### src/verilog/alu_defs.svh
`ifndef ALU_DEFS_SVH
`define ALU_DEFS_SVH

// Datapath geometry.
`define ALU_WIDTH   16
`define ALU_SLICE_W 4
`define ALU_SLICES  4

// Command encodings carried on cmd.
// With carry_disable set, ADD splits into nibble adds and OR becomes
// a one bit right shift of d2.
`define CMD_ADD 2'b00
`define CMD_XOR 2'b01
`define CMD_AND 2'b10
`define CMD_OR  2'b11

`endif

### src/verilog/alu_pkg.sv
`default_nettype none

`include "alu_defs.svh"

package alu_pkg;

    // full width operand or result.
    typedef logic [`ALU_WIDTH-1:0] word_t;

    // operand or result of a single slice.
    typedef logic [`ALU_SLICE_W-1:0] nibble_t;

    typedef logic [1:0] cmd_t;  // operation select.

    // one bit per slice for generate, propagate and carries.
    typedef logic [`ALU_SLICES-1:0] group_t;

endpackage

`default_nettype wire

### src/verilog/alu_16bit.sv
`default_nettype none

`include "alu_defs.svh"

module alu_16bit (
    input  alu_pkg::word_t d1,
    input  alu_pkg::word_t d2,
    input  logic           carry_in,
    input  logic           carry_disable,
    input  alu_pkg::cmd_t  cmd,
    output alu_pkg::word_t res,
    output logic           carry_out
);

    alu_pkg::group_t gen;
    alu_pkg::group_t prop;
    alu_pkg::group_t carry;        // carry into each slice.
    alu_pkg::group_t shift_chain;  // bit shifted into the msb of each slice.

    assign carry[0] = carry_in;

    for (genvar k = 0; k < `ALU_SLICES; k++) begin : g_slice
        alu_pkg::nibble_t d1_nib;
        alu_pkg::nibble_t d2_nib;

        assign d1_nib = d1[k*`ALU_SLICE_W +: `ALU_SLICE_W];
        assign d2_nib = d2[k*`ALU_SLICE_W +: `ALU_SLICE_W];

        // The top slice takes carry_in, the others the lsb of the slice above.
        if (k == `ALU_SLICES-1) begin : g_top
            assign shift_chain[k] = carry_in;
        end else begin : g_inner
            assign shift_chain[k] = d2[(k+1)*`ALU_SLICE_W];
        end

        alu_slice slice_i (
            .d1            (d1_nib),
            .d2            (d2_nib),
            .carry         (carry[k]),
            .shift_in      (shift_chain[k]),
            .carry_disable (carry_disable),
            .cmd           (cmd),
            .res           (res[k*`ALU_SLICE_W +: `ALU_SLICE_W]),
            .gen           (gen[k]),
            .prop          (prop[k])
        );
    end

    carry_lookahead cla_i (
        .carry_in  (carry_in),
        .gen       (gen),
        .prop      (prop),
        .carry     (carry[`ALU_SLICES-1:1]),
        .carry_out (carry_out)
    );

endmodule

`default_nettype wire

### src/verilog/alu_slice.sv
`default_nettype none

`include "alu_defs.svh"

module alu_slice (
    input  alu_pkg::nibble_t d1,
    input  alu_pkg::nibble_t d2,
    input  logic             carry,          // carry into bit 0 of the adder.
    input  logic             shift_in,       // bit entering the msb on a right shift.
    input  logic             carry_disable,
    input  alu_pkg::cmd_t    cmd,
    output alu_pkg::nibble_t res,
    output logic             gen,
    output logic             prop
);

    alu_pkg::nibble_t     bit_gen;
    alu_pkg::nibble_t     bit_prop;
    alu_pkg::nibble_t     ripple;
    alu_pkg::nibble_t     sum;
    logic                 grp_gen;
    logic                 grp_prop;
    logic                 chained_add;
    logic                 shift_op;

    assign bit_gen  = d1 & d2;
    assign bit_prop = d1 ^ d2;

    // Ripple carry inside the slice.
    always_comb begin
        ripple[0] = carry;
        for (int i = 0; i < `ALU_SLICE_W-1; i++) begin
            ripple[i+1] = bit_gen[i] | (bit_prop[i] & ripple[i]);
        end
    end

    assign sum = bit_prop ^ ripple;

    // Group generate is the slice carry out with a zero carry in.
    always_comb begin
        grp_gen = 1'b0;
        for (int i = 0; i < `ALU_SLICE_W; i++) begin
            grp_gen = bit_gen[i] | (bit_prop[i] & grp_gen);
        end
    end

    assign grp_prop = &bit_prop;  // a carry passes only if every bit propagates.

    assign chained_add = (cmd == `CMD_ADD) && !carry_disable;
    assign shift_op    = (cmd == `CMD_OR) && carry_disable;

    // Outside a chained add the lookahead must see no carry activity,
    // so split adds and logic ops leave the upper slices with carry 0.
    assign gen  = chained_add & grp_gen;
    assign prop = chained_add & grp_prop;

    always_comb begin
        case (cmd)
            `CMD_ADD: res = sum;
            `CMD_XOR: res = d1 ^ d2;
            `CMD_AND: res = d1 & d2;
            `CMD_OR: begin
                if (shift_op) begin
                    res = {shift_in, d2[`ALU_SLICE_W-1:1]};  // neighbour's lsb enters bit 3.
                end else begin
                    res = d1 | d2;
                end
            end
            default:  res = '0;
        endcase
    end

endmodule

`default_nettype wire

### src/verilog/alu_top.sv
`default_nettype none

module alu_top (
    input  logic           clk,
    input  logic           arst_n,
    input  logic           in_valid,
    input  alu_pkg::word_t d1,
    input  alu_pkg::word_t d2,
    input  logic           carry_in,
    input  logic           carry_disable,
    input  alu_pkg::cmd_t  cmd,
    output logic           out_valid,
    output alu_pkg::word_t res,
    output logic           carry_out
);

    logic           s1_valid;
    alu_pkg::word_t s1_d1;
    alu_pkg::word_t s1_d2;
    logic           s1_carry_in;
    logic           s1_carry_disable;
    alu_pkg::cmd_t  s1_cmd;

    alu_pkg::word_t alu_res;
    logic           alu_carry_out;

    // Stage one captures the operands of each accepted input.
    always_ff @(posedge clk or negedge arst_n) begin
        if (!arst_n) begin
            s1_valid         <= 1'b0;
            s1_d1            <= '0;
            s1_d2            <= '0;
            s1_carry_in      <= 1'b0;
            s1_carry_disable <= 1'b0;
            s1_cmd           <= '0;
        end else begin
            s1_valid <= in_valid;  // follows the strobe every cycle.
            if (in_valid) begin
                s1_d1            <= d1;
                s1_d2            <= d2;
                s1_carry_in      <= carry_in;
                s1_carry_disable <= carry_disable;
                s1_cmd           <= cmd;
            end
        end
    end

    alu_16bit alu_i (
        .d1            (s1_d1),
        .d2            (s1_d2),
        .carry_in      (s1_carry_in),
        .carry_disable (s1_carry_disable),
        .cmd           (s1_cmd),
        .res           (alu_res),
        .carry_out     (alu_carry_out)
    );

    // Stage two holds the result for the cycle that out_valid is high.
    always_ff @(posedge clk or negedge arst_n) begin
        if (!arst_n) begin
            out_valid <= 1'b0;
            res       <= '0;
            carry_out <= 1'b0;
        end else begin
            out_valid <= s1_valid;
            if (s1_valid) begin
                res       <= alu_res;
                carry_out <= alu_carry_out;
            end
        end
    end

endmodule

`default_nettype wire

### src/verilog/carry_lookahead.sv
`default_nettype none

`include "alu_defs.svh"

module carry_lookahead (
    input  logic                   carry_in,
    input  alu_pkg::group_t        gen,
    input  alu_pkg::group_t        prop,
    output logic [`ALU_SLICES-1:1] carry,      // carries into slices 1 to 3.
    output logic                   carry_out
);

    // Every output is a flat sum of products, so no carry waits on another.
    assign carry[1] = gen[0]
                    | (prop[0] & carry_in);

    assign carry[2] = gen[1]
                    | (prop[1] & gen[0])
                    | (prop[1] & prop[0] & carry_in);

    assign carry[3] = gen[2]
                    | (prop[2] & gen[1])
                    | (prop[2] & prop[1] & gen[0])
                    | (prop[2] & prop[1] & prop[0] & carry_in);

    // The 17th bit of a chained add.
    assign carry_out = gen[3]
                     | (prop[3] & gen[2])
                     | (prop[3] & prop[2] & gen[1])
                     | (prop[3] & prop[2] & prop[1] & gen[0])
                     | (prop[3] & prop[2] & prop[1] & prop[0] & carry_in);

endmodule

`default_nettype wire
### config.mk
export PLATFORM = sky130hd
export DESIGN_NAME = alu_top
export DESIGN_NICKNAME = d
export VERILOG_FILES = /design/src/verilog/alu_pkg.sv /design/src/verilog/alu_16bit.sv /design/src/verilog/alu_slice.sv /design/src/verilog/alu_top.sv /design/src/verilog/carry_lookahead.sv
export VERILOG_INCLUDE_DIRS = /design/src /design/src/verilog
export SDC_FILE = /design/constraint.sdc
export NUM_CORES = 1
export LEC_CHECK = 0
export BUFFER_PORTS_ARGS = -buffer_cell sky130_fd_sc_hd__buf_2
export CAP_MARGIN = 0
export CORE_UTILIZATION = 57
export DETAILED_ROUTE_END_ITERATION = 8
export PLACE_DENSITY = 0.8
export RECOVER_POWER = 50
export REMOVE_ABC_BUFFERS = 1
export SLEW_MARGIN = 20
export SYNTH_ARGS = -nofsm -noshare
export SYNTH_HDL_FRONTEND = slang
export SYNTH_SLANG_ARGS = --single-unit
### constraint.sdc
create_clock -name clk -period 4.7 [get_ports clk]
set_input_delay 1.175 -clock clk [delete_from_list [all_inputs] [get_ports clk]]
set_output_delay 1.175 -clock clk [all_outputs]
set_load 0.01 [all_outputs]
==> run metrics, run 1 <==
CTS HTree Levels=2; Avg Cell Area, Syn=10.1 µm²; Simple-Gate Fraction of Synth Area=9.60%; largest fanout on the critical path=4; fmax=0.257 GHz; max-slew violation count=110; slew of the pin with the lowest slew margin=2.53 ns; Clock Path Buffers=2; commonest non-fill, non-tap cells in the layout=55 x nand2_1, 55 x dfrtp_1, 49 x buf_2; width of the chip=80.1 µm; capturing element type of the critical path=flip-flop; fraction of synthesized cell area taken by the top area cell type=39.5%; count of endpoints failing setup in the final report=0; Chip Height=80.1 µm; total of warnings raised by yosys=0; area of the multi-input gates=0.00186 mm²; Placer Congestion=0.831; clock tree from TritonCTS=done; sequential-to-total area share from yosys stat=39.5%; number of buffers added by the clock tree synthesis step=5; pin count of the biggest net entering global routing=71; RSZ-0062 raised after global routing=false; R2R Setup Slk=0.80 ns; met1 Use GR=28.9%; combinational family with the most area after synthesis=adder cells; area fraction in compound gates after synthesis=10.9%; initial DRC count=172; detailed placement HPWL=4.92 mm; clock root buffer master=clkbuf_8; total of hold buffers inserted after clock tree synthesis=0; number of top-level design ports=57; worst-case clock skew=0.00887 ns; busiest grt layer=met2; overall power of the completed layout=1.24 mW; category of the most critical setup path=flip-flop to flip-flop; number of diodes=0; routed vias/inst=5.41; outcome=finished with violations; Synth Area in Adders=18.4%; CP required=4.91 ns; clk_lat worst skew=0.31 ns; Final Cycle Share=82.9%; count of filler cells inserted in the layout=501; multiplexer share of the synthesized area=13.6%; final critical path time including I/O delays and setup=3.90 ns; synthesis-to-finish area growth=10.5%; instance count of the mapped netlist=345; Final Net Count=476; static leakage power=1.86 nW; Min-Delay Path Class=flip-flop to flip-flop; number of antenna violations at the first check in global routing=0; Initial Util=58.8%; total congestion overflow=0; violations in the final reports=capacitance limit, slew limit; synthesized flop and latch total=55; total of cells resized after clock tree synthesis=0; number of nets still failing antenna checks after routing=0; number of placement rows=28; kind of start point of the critical path=flip-flop; fin util=65.0%; first-pass GRT wire length=11.2 mm; Post-Layout Inst Area=0.00385 mm²; Total Routing Usage GR=23.1%; post-detailed-route DRC marker count=0; DR vias=2535; Setup Fix Bufs, Post-CTS=0; router iterations before antenna repair=4; Register Area=0.00138 mm²; wire length after detailed routing=6.70 mm; number of violations of the max-capacitance limit=2; ranking of synthesized cells by area=dfrtp_1 40%, ha_1 12%, mux4_2 7.8%; remaining max-slew budget at the tightest pin=-68.4%; post-synthesis share of cell area spent on xor and xnor gates=1.01%; largest voltage drop on the vdd net=0.167 mV; fraction of layout cells with a size suffix above 1=22.3%; final setup TNS=0 ns; signal arrival time at the worst endpoint=4.10 ns; fraction of met2 tracks used by global routing=40.1%; Fin. Hold Viols=0; detailed-route wire length per cell=14.3 µm; core footprint=0.00592 mm²; Post-Synthesis Cell Area=0.00348 mm²; via count of the first global-routing pass=2468; dominant cell type by area after synthesis=dfrtp_1; area post-placement=0.00378 mm²; met3 Resource Use GR=3.86%; die area=0.00642 mm²; distinct cell type count after synthesis=25; clock net sink count=55; PD cells=322 mW/mm²; clock transition at the registers of the reported paths=0.10 ns; count of input and output buffers=56
## area by class of cell
cell class                 count  area share [%]
multi-input combinational    235            48.4
sequential                    55            35.8
timing repair buffer          60            7.74
inverter                      36            3.51
tap                           75            2.44
clock buffer                   7            1.98
clock inverter                 1           0.130
## cell families (layout without fill, tap and decap cells)
group           Yosys count  after routing
buf+inv                  55            104
xor+xnor                  4              4
mux                      30             30
simple gates             83             83
flops                    55             55
fa+ha+maj                44             44
compound gates           74             74
## worst paths after layout
check | start | endpoint | depth (start not counted)
max | s1_d2[2] | res[14] | 12
min | res[5] | res[5] | 1
max reg2reg | s1_d2[2] | res[14] | 12
min reg2reg | res[5] | res[5] | 1
max in group asynchronous | arst_n | s1_d2[3] | 2
min in group asynchronous | arst_n | s1_d1[7] | 1
## metal layers
metal / vias up / share of wire [%]
met5: - / 0
met4: 0 / 1.9
met3: 13 / 3.4
met2: 62 / 50
met1: 1214 / 44
li1: 1246 / -
## critical path, cell delays in order (launching register included)
cell     delay (ns)
dfrtp_1        0.43
inv_1          0.08
ha_1           0.34
a21oi_1        0.15
nor2b_1        0.07
o31a_1         0.25
o21ai_0        0.23
nand2_1        0.11
fa_1           0.47
fa_1           0.46
fa_1           0.48
mux4_2         0.45
mux2_2         0.27
## synth_stat cells
cell,count
dfrtp_1,55
nand2_1,55
o21ai_0,44
inv_1,36
ha_1,32
a21oi_1,18
mux2_2,18
nor2_1,17
fa_1,12
mux4_2,12
clkbuf_1,9
o21ai_1,9
nor2b_1,5
buf_2,4
xnor2_1,4
buf_6,3
buf_4,2
nand3_1,2
nor3_1,2
buf_1,1
nand4_1,1
o21bai_1,1
o221ai_1,1
o31a_1,1
or3_1,1
## where the power goes
part	internal [mW]	leakage, nW	total (mW)	switching [mW]
registers	0.541	0.665	0.603	0.0613
logic	0.194	1.15	0.380	0.186
clock network	0.105	0.0422	0.255	0.150
total	0.840	1.86	1.24	0.398
## registers in the layout, summed over array words and instances (netlist names)
name and count:
s1_cmd 2, out_valid 1, carry_out 1, s1_d1 16, res 16, s1_carry_disable 1
s1_carry_in 1, s1_valid 1, s1_d2 16
## through the flow
step,setup WS (ns),hold WS (ns),std cells
CTS,0.782,0.511,469
global route,0.554,0.530,469
floorplan,1.04,0.523,326
global placement,0.890,0.486,461
detailed placement,0.816,0.491,461
finish,0.803,0.510,469
(Power assumes the default switching activity.)
==> inputs of run 2 (changes only) <==
Settings changed: CORE_UTILIZATION 57 to 51, PLACE_DENSITY 0.8 to 0.76.
Clock period 4.7 ns to 3.3 ns, I/O delays scaled along.
==> run metrics, run 2 (synthesis gave the netlist of run 1 again) <==
area post-placement=0.00412 mm²; DR vias=2705; category of the most critical setup path=flip-flop to flip-flop; Fin. Hold Viols=0; signal arrival time at the worst endpoint=3.60 ns; post-detailed-route DRC marker count=1; CTS HTree Levels=2; max-slew violation count=32; detailed placement HPWL=5.23 mm; fraction of layout cells with a size suffix above 1=36.0%; first-pass GRT wire length=12.7 mm; count of filler cells inserted in the layout=513; remaining max-slew budget at the tightest pin=-8.33%; area of the multi-input gates=0.00194 mm²; Min-Delay Path Class=flip-flop to flip-flop; Final Cycle Share=103%; CP dominant cell by count=fa_2; clock tree from TritonCTS=done; Total Routing Usage GR=22.4%; CP required=3.50 ns; total of hold buffers inserted after clock tree synthesis=0; relative contribution of sequential cells to total power=44.6%; number of placement rows=29; internal portion of total power=1.27 mW; clock transition at the registers of the reported paths=0.10 ns; final critical path time including I/O delays and setup=3.40 ns; number of violations of the max-capacitance limit=1; slew of the pin with the lowest slew margin=1.62 ns; Top Family by Delay on Critical Path=adder cells; maximum cell stage delay along the critical path=0.46 ns; number of buffers added by the clock tree synthesis step=5; capturing element type of the critical path=flip-flop; Switch Pwr=0.604 mW; width of the chip=84.6 µm; worst-case clock skew=0.00677 ns; core footprint=0.00646 mm²; count of endpoints failing setup in the final report=2; largest voltage drop on the vdd net=0.217 mV; Place WS=-0.523 ns; number of top-level design ports=57; count of input and output buffers=56; outcome=finished with violations; pin count of the biggest net entering global routing=38; Worst Slack Setup Final=-0.103 ns; Post-Layout Inst Area=0.00430 mm²; clock net sink count=55; via count of the first global-routing pass=2792; Placer Congestion=0.774; Register Area=0.00138 mm²; largest fanout on the critical path=3; registers with the highest flip-flop counts=res: 16 flops, s1_d1: 16 flops, s1_d2: 16 flops; violations in the final reports=DRC, capacitance limit, slew limit, setup timing; CP Cell Sequence=inv_2 -> ha_4 -> a21oi_2 -> nor2b_1 -> o31a_1 -> o21ai_2 -> nand2_1 -> fa_2 -> fa_2 -> fa_2 -> mux4_2 -> mux2_4; clock root buffer master=clkbuf_8; PD cells=437 mW/mm²; total congestion overflow=0; fmax=0.294 GHz; switching share of power=32.2%; clock group share of total power=19.9%; static leakage power=2.10 nW; Comb pwr share=35.5%; Chip Height=84.6 µm; wire length after detailed routing=7.16 mm; commonest non-fill, non-tap cells in the layout=55 x nand2_1, 55 x dfrtp_1, 55 x buf_2; combined buffer and inverter count along the critical path=1; Final Net Count=524; clk_lat worst skew=0.31 ns; die area=0.00716 mm²; kind of start point of the critical path=flip-flop; number of nets still failing antenna checks after routing=0; routed vias/inst=5.21; Initial Util=53.9%; RSZ-0062 raised after global routing=true; Clock Path Buffers=2; number of antenna violations at the first check in global routing=0; number of diodes=0; synthesis-to-finish area growth=23.5%; detailed-route wire length per cell=13.8 µm; initial DRC count=103; Critical Path Slowest Stage Cell=mux4_2; router iterations before antenna repair=8
[run 2: metal layers]
metal  track usage (%)  vias to the layer above  wire (µm)
li1                  -                     1337          -
met3              3.44                       14        265
met5                 0                        -          0
met1              29.5                     1292       3240
met2              38.4                       62       3540
met4              6.78                        0        117
[run 2: worst paths after layout]
check                      depth (start not counted)  slack [ns]      from        to
max reg2reg                                       12       -0.10  s1_d1[2]   res[14]
min in group asynchronous                          2        0.88    arst_n   res[10]
max in group asynchronous                          2        1.35    arst_n  s1_d2[2]
max                                               12       -0.10  s1_d1[2]   res[14]
min reg2reg                                        1        0.51   res[13]   res[13]
min                                                1        0.51   res[13]   res[13]
[run 2: layout make-up]
cell class | count | share of cell area, %
sequential | 55 | 32.0
timing repair buffer | 108 | 15.6
clock inverter | 2 | 0.291
multi-input combinational | 235 | 45.0
tap | 77 | 2.24
clock buffer | 6 | 1.69
inverter | 36 | 3.14
[run 2: stage by stage]
step | cells | hold slack [ns] | total power, mW | setup TNS [ns] | util [%]
2_1_floorplan | 326 | 0.523 | 1.21 | -0.771 | -
3_3_place_gp | 508 | 0.485 | 1.46 | -1.30 | 63.8
3_5_place_dp | 508 | 0.493 | 1.49 | -1.81 | 63.8
4_1_cts | 519 | 0.498 | 1.89 | -0.118 | 66.4
5_1_grt | 519 | 0.535 | 2.01 | -0.790 | 66.5
6_report | 519 | 0.512 | 1.88 | -0.151 | 66.5
[run 2: what timing repair did]
item / 4_1_cts / 5_1_grt
resized for setup: 17 / 4
hold endpoints to repair: 0 / 0
endpoints found under the setup margin: 7 / 5
buffers inserted: 3 / 0
pin swaps: 18 / 6
[run 2: power by group through the flow]
stage	Combinational, mW	Sequential (mW)	Clock (mW)
final	0.666	0.837	0.374
after global routing	0.749	0.851	0.412
after CTS	0.662	0.837	0.386
after detailed placement	0.642	0.849	0
after global placement	0.621	0.843	0
after floorplan	0.317	0.896	0
[run 2: worst register-to-register path, stage by stage (launching register included)]
cell and delay [ns]:
dfrtp_1 0.42, inv_2 0.09, ha_4 0.21, a21oi_2 0.13, nor2b_1 0.07, o31a_1 0.30
o21ai_2 0.15, nand2_1 0.09, fa_2 0.36, fa_2 0.35, fa_2 0.41, mux4_2 0.47
mux2_4 0.27
==> inputs of run 3 (changes only) <==
Settings changed: CORE_MARGIN set to 2, GPL_TIMING_DRIVEN set to 0.
==> run metrics, run 3 (synthesis gave the netlist of run 1 again) <==
registers with the highest flip-flop counts=res: 16 flops, s1_d1: 16 flops, s1_d2: 16 flops; clock transition at the registers of the reported paths=0.10 ns; synthesis-to-finish area growth=15.5%; post-detailed-route DRC marker count=0; initial DRC count=156; core footprint=0.00668 mm²; number of buffers added by the clock tree synthesis step=5; Fin. Hold Viols=0; Critical Path Slowest Stage Cell=mux4_2; Total Routing Usage GR=20.4%; maximum cell stage delay along the critical path=0.45 ns; Worst Slack Setup Final=-0.102 ns; CP required=3.50 ns; count of endpoints failing setup in the final report=2; number of nets still failing antenna checks after routing=0; total congestion overflow=0; capturing element type of the critical path=flip-flop; CP Cell Sequence=buf_4 -> ha_2 -> a21oi_2 -> nor2b_2 -> o31a_1 -> o21ai_2 -> nand2_2 -> fa_2 -> fa_2 -> fa_2 -> mux4_2 -> mux2_4; number of top-level design ports=57; Clock Path Buffers=2; outcome=finished with violations; Min-Delay Path Class=flip-flop to flip-flop; number of diodes=0; max-slew violation count=0; total of hold buffers inserted after clock tree synthesis=0; clock tree from TritonCTS=done; fmax=0.294 GHz; DR vias=2589; number of placement rows=30; number of violations of the max-capacitance limit=0; CTS HTree Levels=2; category of the most critical setup path=flip-flop to flip-flop; router iterations before antenna repair=4; signal arrival time at the worst endpoint=3.60 ns; fraction of layout cells with a size suffix above 1=33.1%; area of the multi-input gates=0.00197 mm²; count of filler cells inserted in the layout=576; PD cells=452 mW/mm²; via count of the first global-routing pass=2669; overall power of the completed layout=1.82 mW; final critical path time including I/O delays and setup=3.40 ns; commonest non-fill, non-tap cells in the layout=54 x nand2_1, 54 x buf_2, 52 x dfrtp_1; worst-case clock skew=0.00660 ns; first-pass GRT wire length=12.2 mm; detailed-route wire length per cell=14.9 µm; RSZ-0062 raised after global routing=true; largest voltage drop on the vdd net=0.228 mV; clock root buffer master=clkbuf_8; Final Cycle Share=103%; clk_lat worst skew=0.31 ns; Place WS=-0.720 ns; Placer Congestion=0.755; violations in the final reports=setup timing; Final Net Count=481; pin count of the biggest net entering global routing=71; Register Area=0.00138 mm²; clock net sink count=55; kind of start point of the critical path=flip-flop; routed vias/inst=5.41; Top Family by Delay on Critical Path=adder cells; static leakage power=1.90 nW; wire length after detailed routing=7.14 mm; largest fanout on the critical path=2; remaining max-slew budget at the tightest pin=9.36%; Initial Util=52.1%; number of antenna violations at the first check in global routing=0; slew of the pin with the lowest slew margin=1.36 ns; detailed placement HPWL=4.97 mm; CP dominant cell by count=fa_2; Chip Height=86.6 µm; width of the chip=86.6 µm; die area=0.00750 mm²; combined buffer and inverter count along the critical path=1; count of input and output buffers=56
## run 3: cell types whose count changed in the layout (fill, tap and decap cells not counted), sizes merged
cell      delta
buf         -42
clkinvlp     -1
## run 3: area by class of cell
| cell class | count | area share (%) |
|---|---|---|
| Clock inverter | 1 | 0.124 |
| Sequential cell | 55 | 34.3 |
| Inverter | 36 | 3.36 |
| Multi-Input combinational cell | 235 | 49.1 |
| Timing Repair Buffer | 65 | 8.74 |
| Clock buffer | 7 | 1.90 |
| Tap cell | 80 | 2.49 |
## run 3: per-layer routing
metal	vias to the layer above	share of wire, %	GRT usage, %
li1	1254	-	-
met4	0	0.78	4.55
met1	1268	44	27.0
met5	-	0	0
met3	7	4.1	3.52
met2	60	51	35.2
## run 3: where the power goes
group	internal (mW)	switching, mW	total [mW]	leakage, nW
registers	0.771	0.110	0.882	0.662
logic	0.306	0.263	0.569	1.19
clock network	0.150	0.216	0.366	0.0422
total	1.23	0.589	1.82	1.90
## run 3: timing repair
item	in CTS	in global routing
pin swaps	13	4
endpoints found under the setup margin	7	6
buffers inserted	8	1
gates resized for setup	25	10
## run 3: per-stage QoR
step / instance area, µm² / hold WS [ns] / TNS, ns / instances / util [%]
after global placement: 3750 / 0.488 / -2.64 / 462 / 56.2
after detailed placement: 3760 / 0.491 / -3.03 / 462 / 56.2
after global routing: 4020 / 0.517 / -0.672 / 479 / 60.2
final: 4020 / 0.511 / -0.188 / 479 / 60.2
after CTS: 3990 / 0.514 / -0.211 / 478 / 59.7
after floorplan: 3370 / 0.523 / -0.771 / 326 / -
## run 3: path summary, 6_finish.rpt
| check | from | endpoint | slack, ns | cells after the start |
|---|---|---|---|---|
| min reg2reg | res[10] | res[10] | 0.51 | 1 |
| min in group asynchronous | arst_n | s1_d1[9] | 0.82 | 1 |
| max reg2reg | s1_d1[2] | res[14] | -0.10 | 12 |
| max in group asynchronous | arst_n | s1_carry_disable | 1.59 | 1 |
| min | res[10] | res[10] | 0.51 | 1 |
| max | s1_d1[2] | res[14] | -0.10 | 12 |
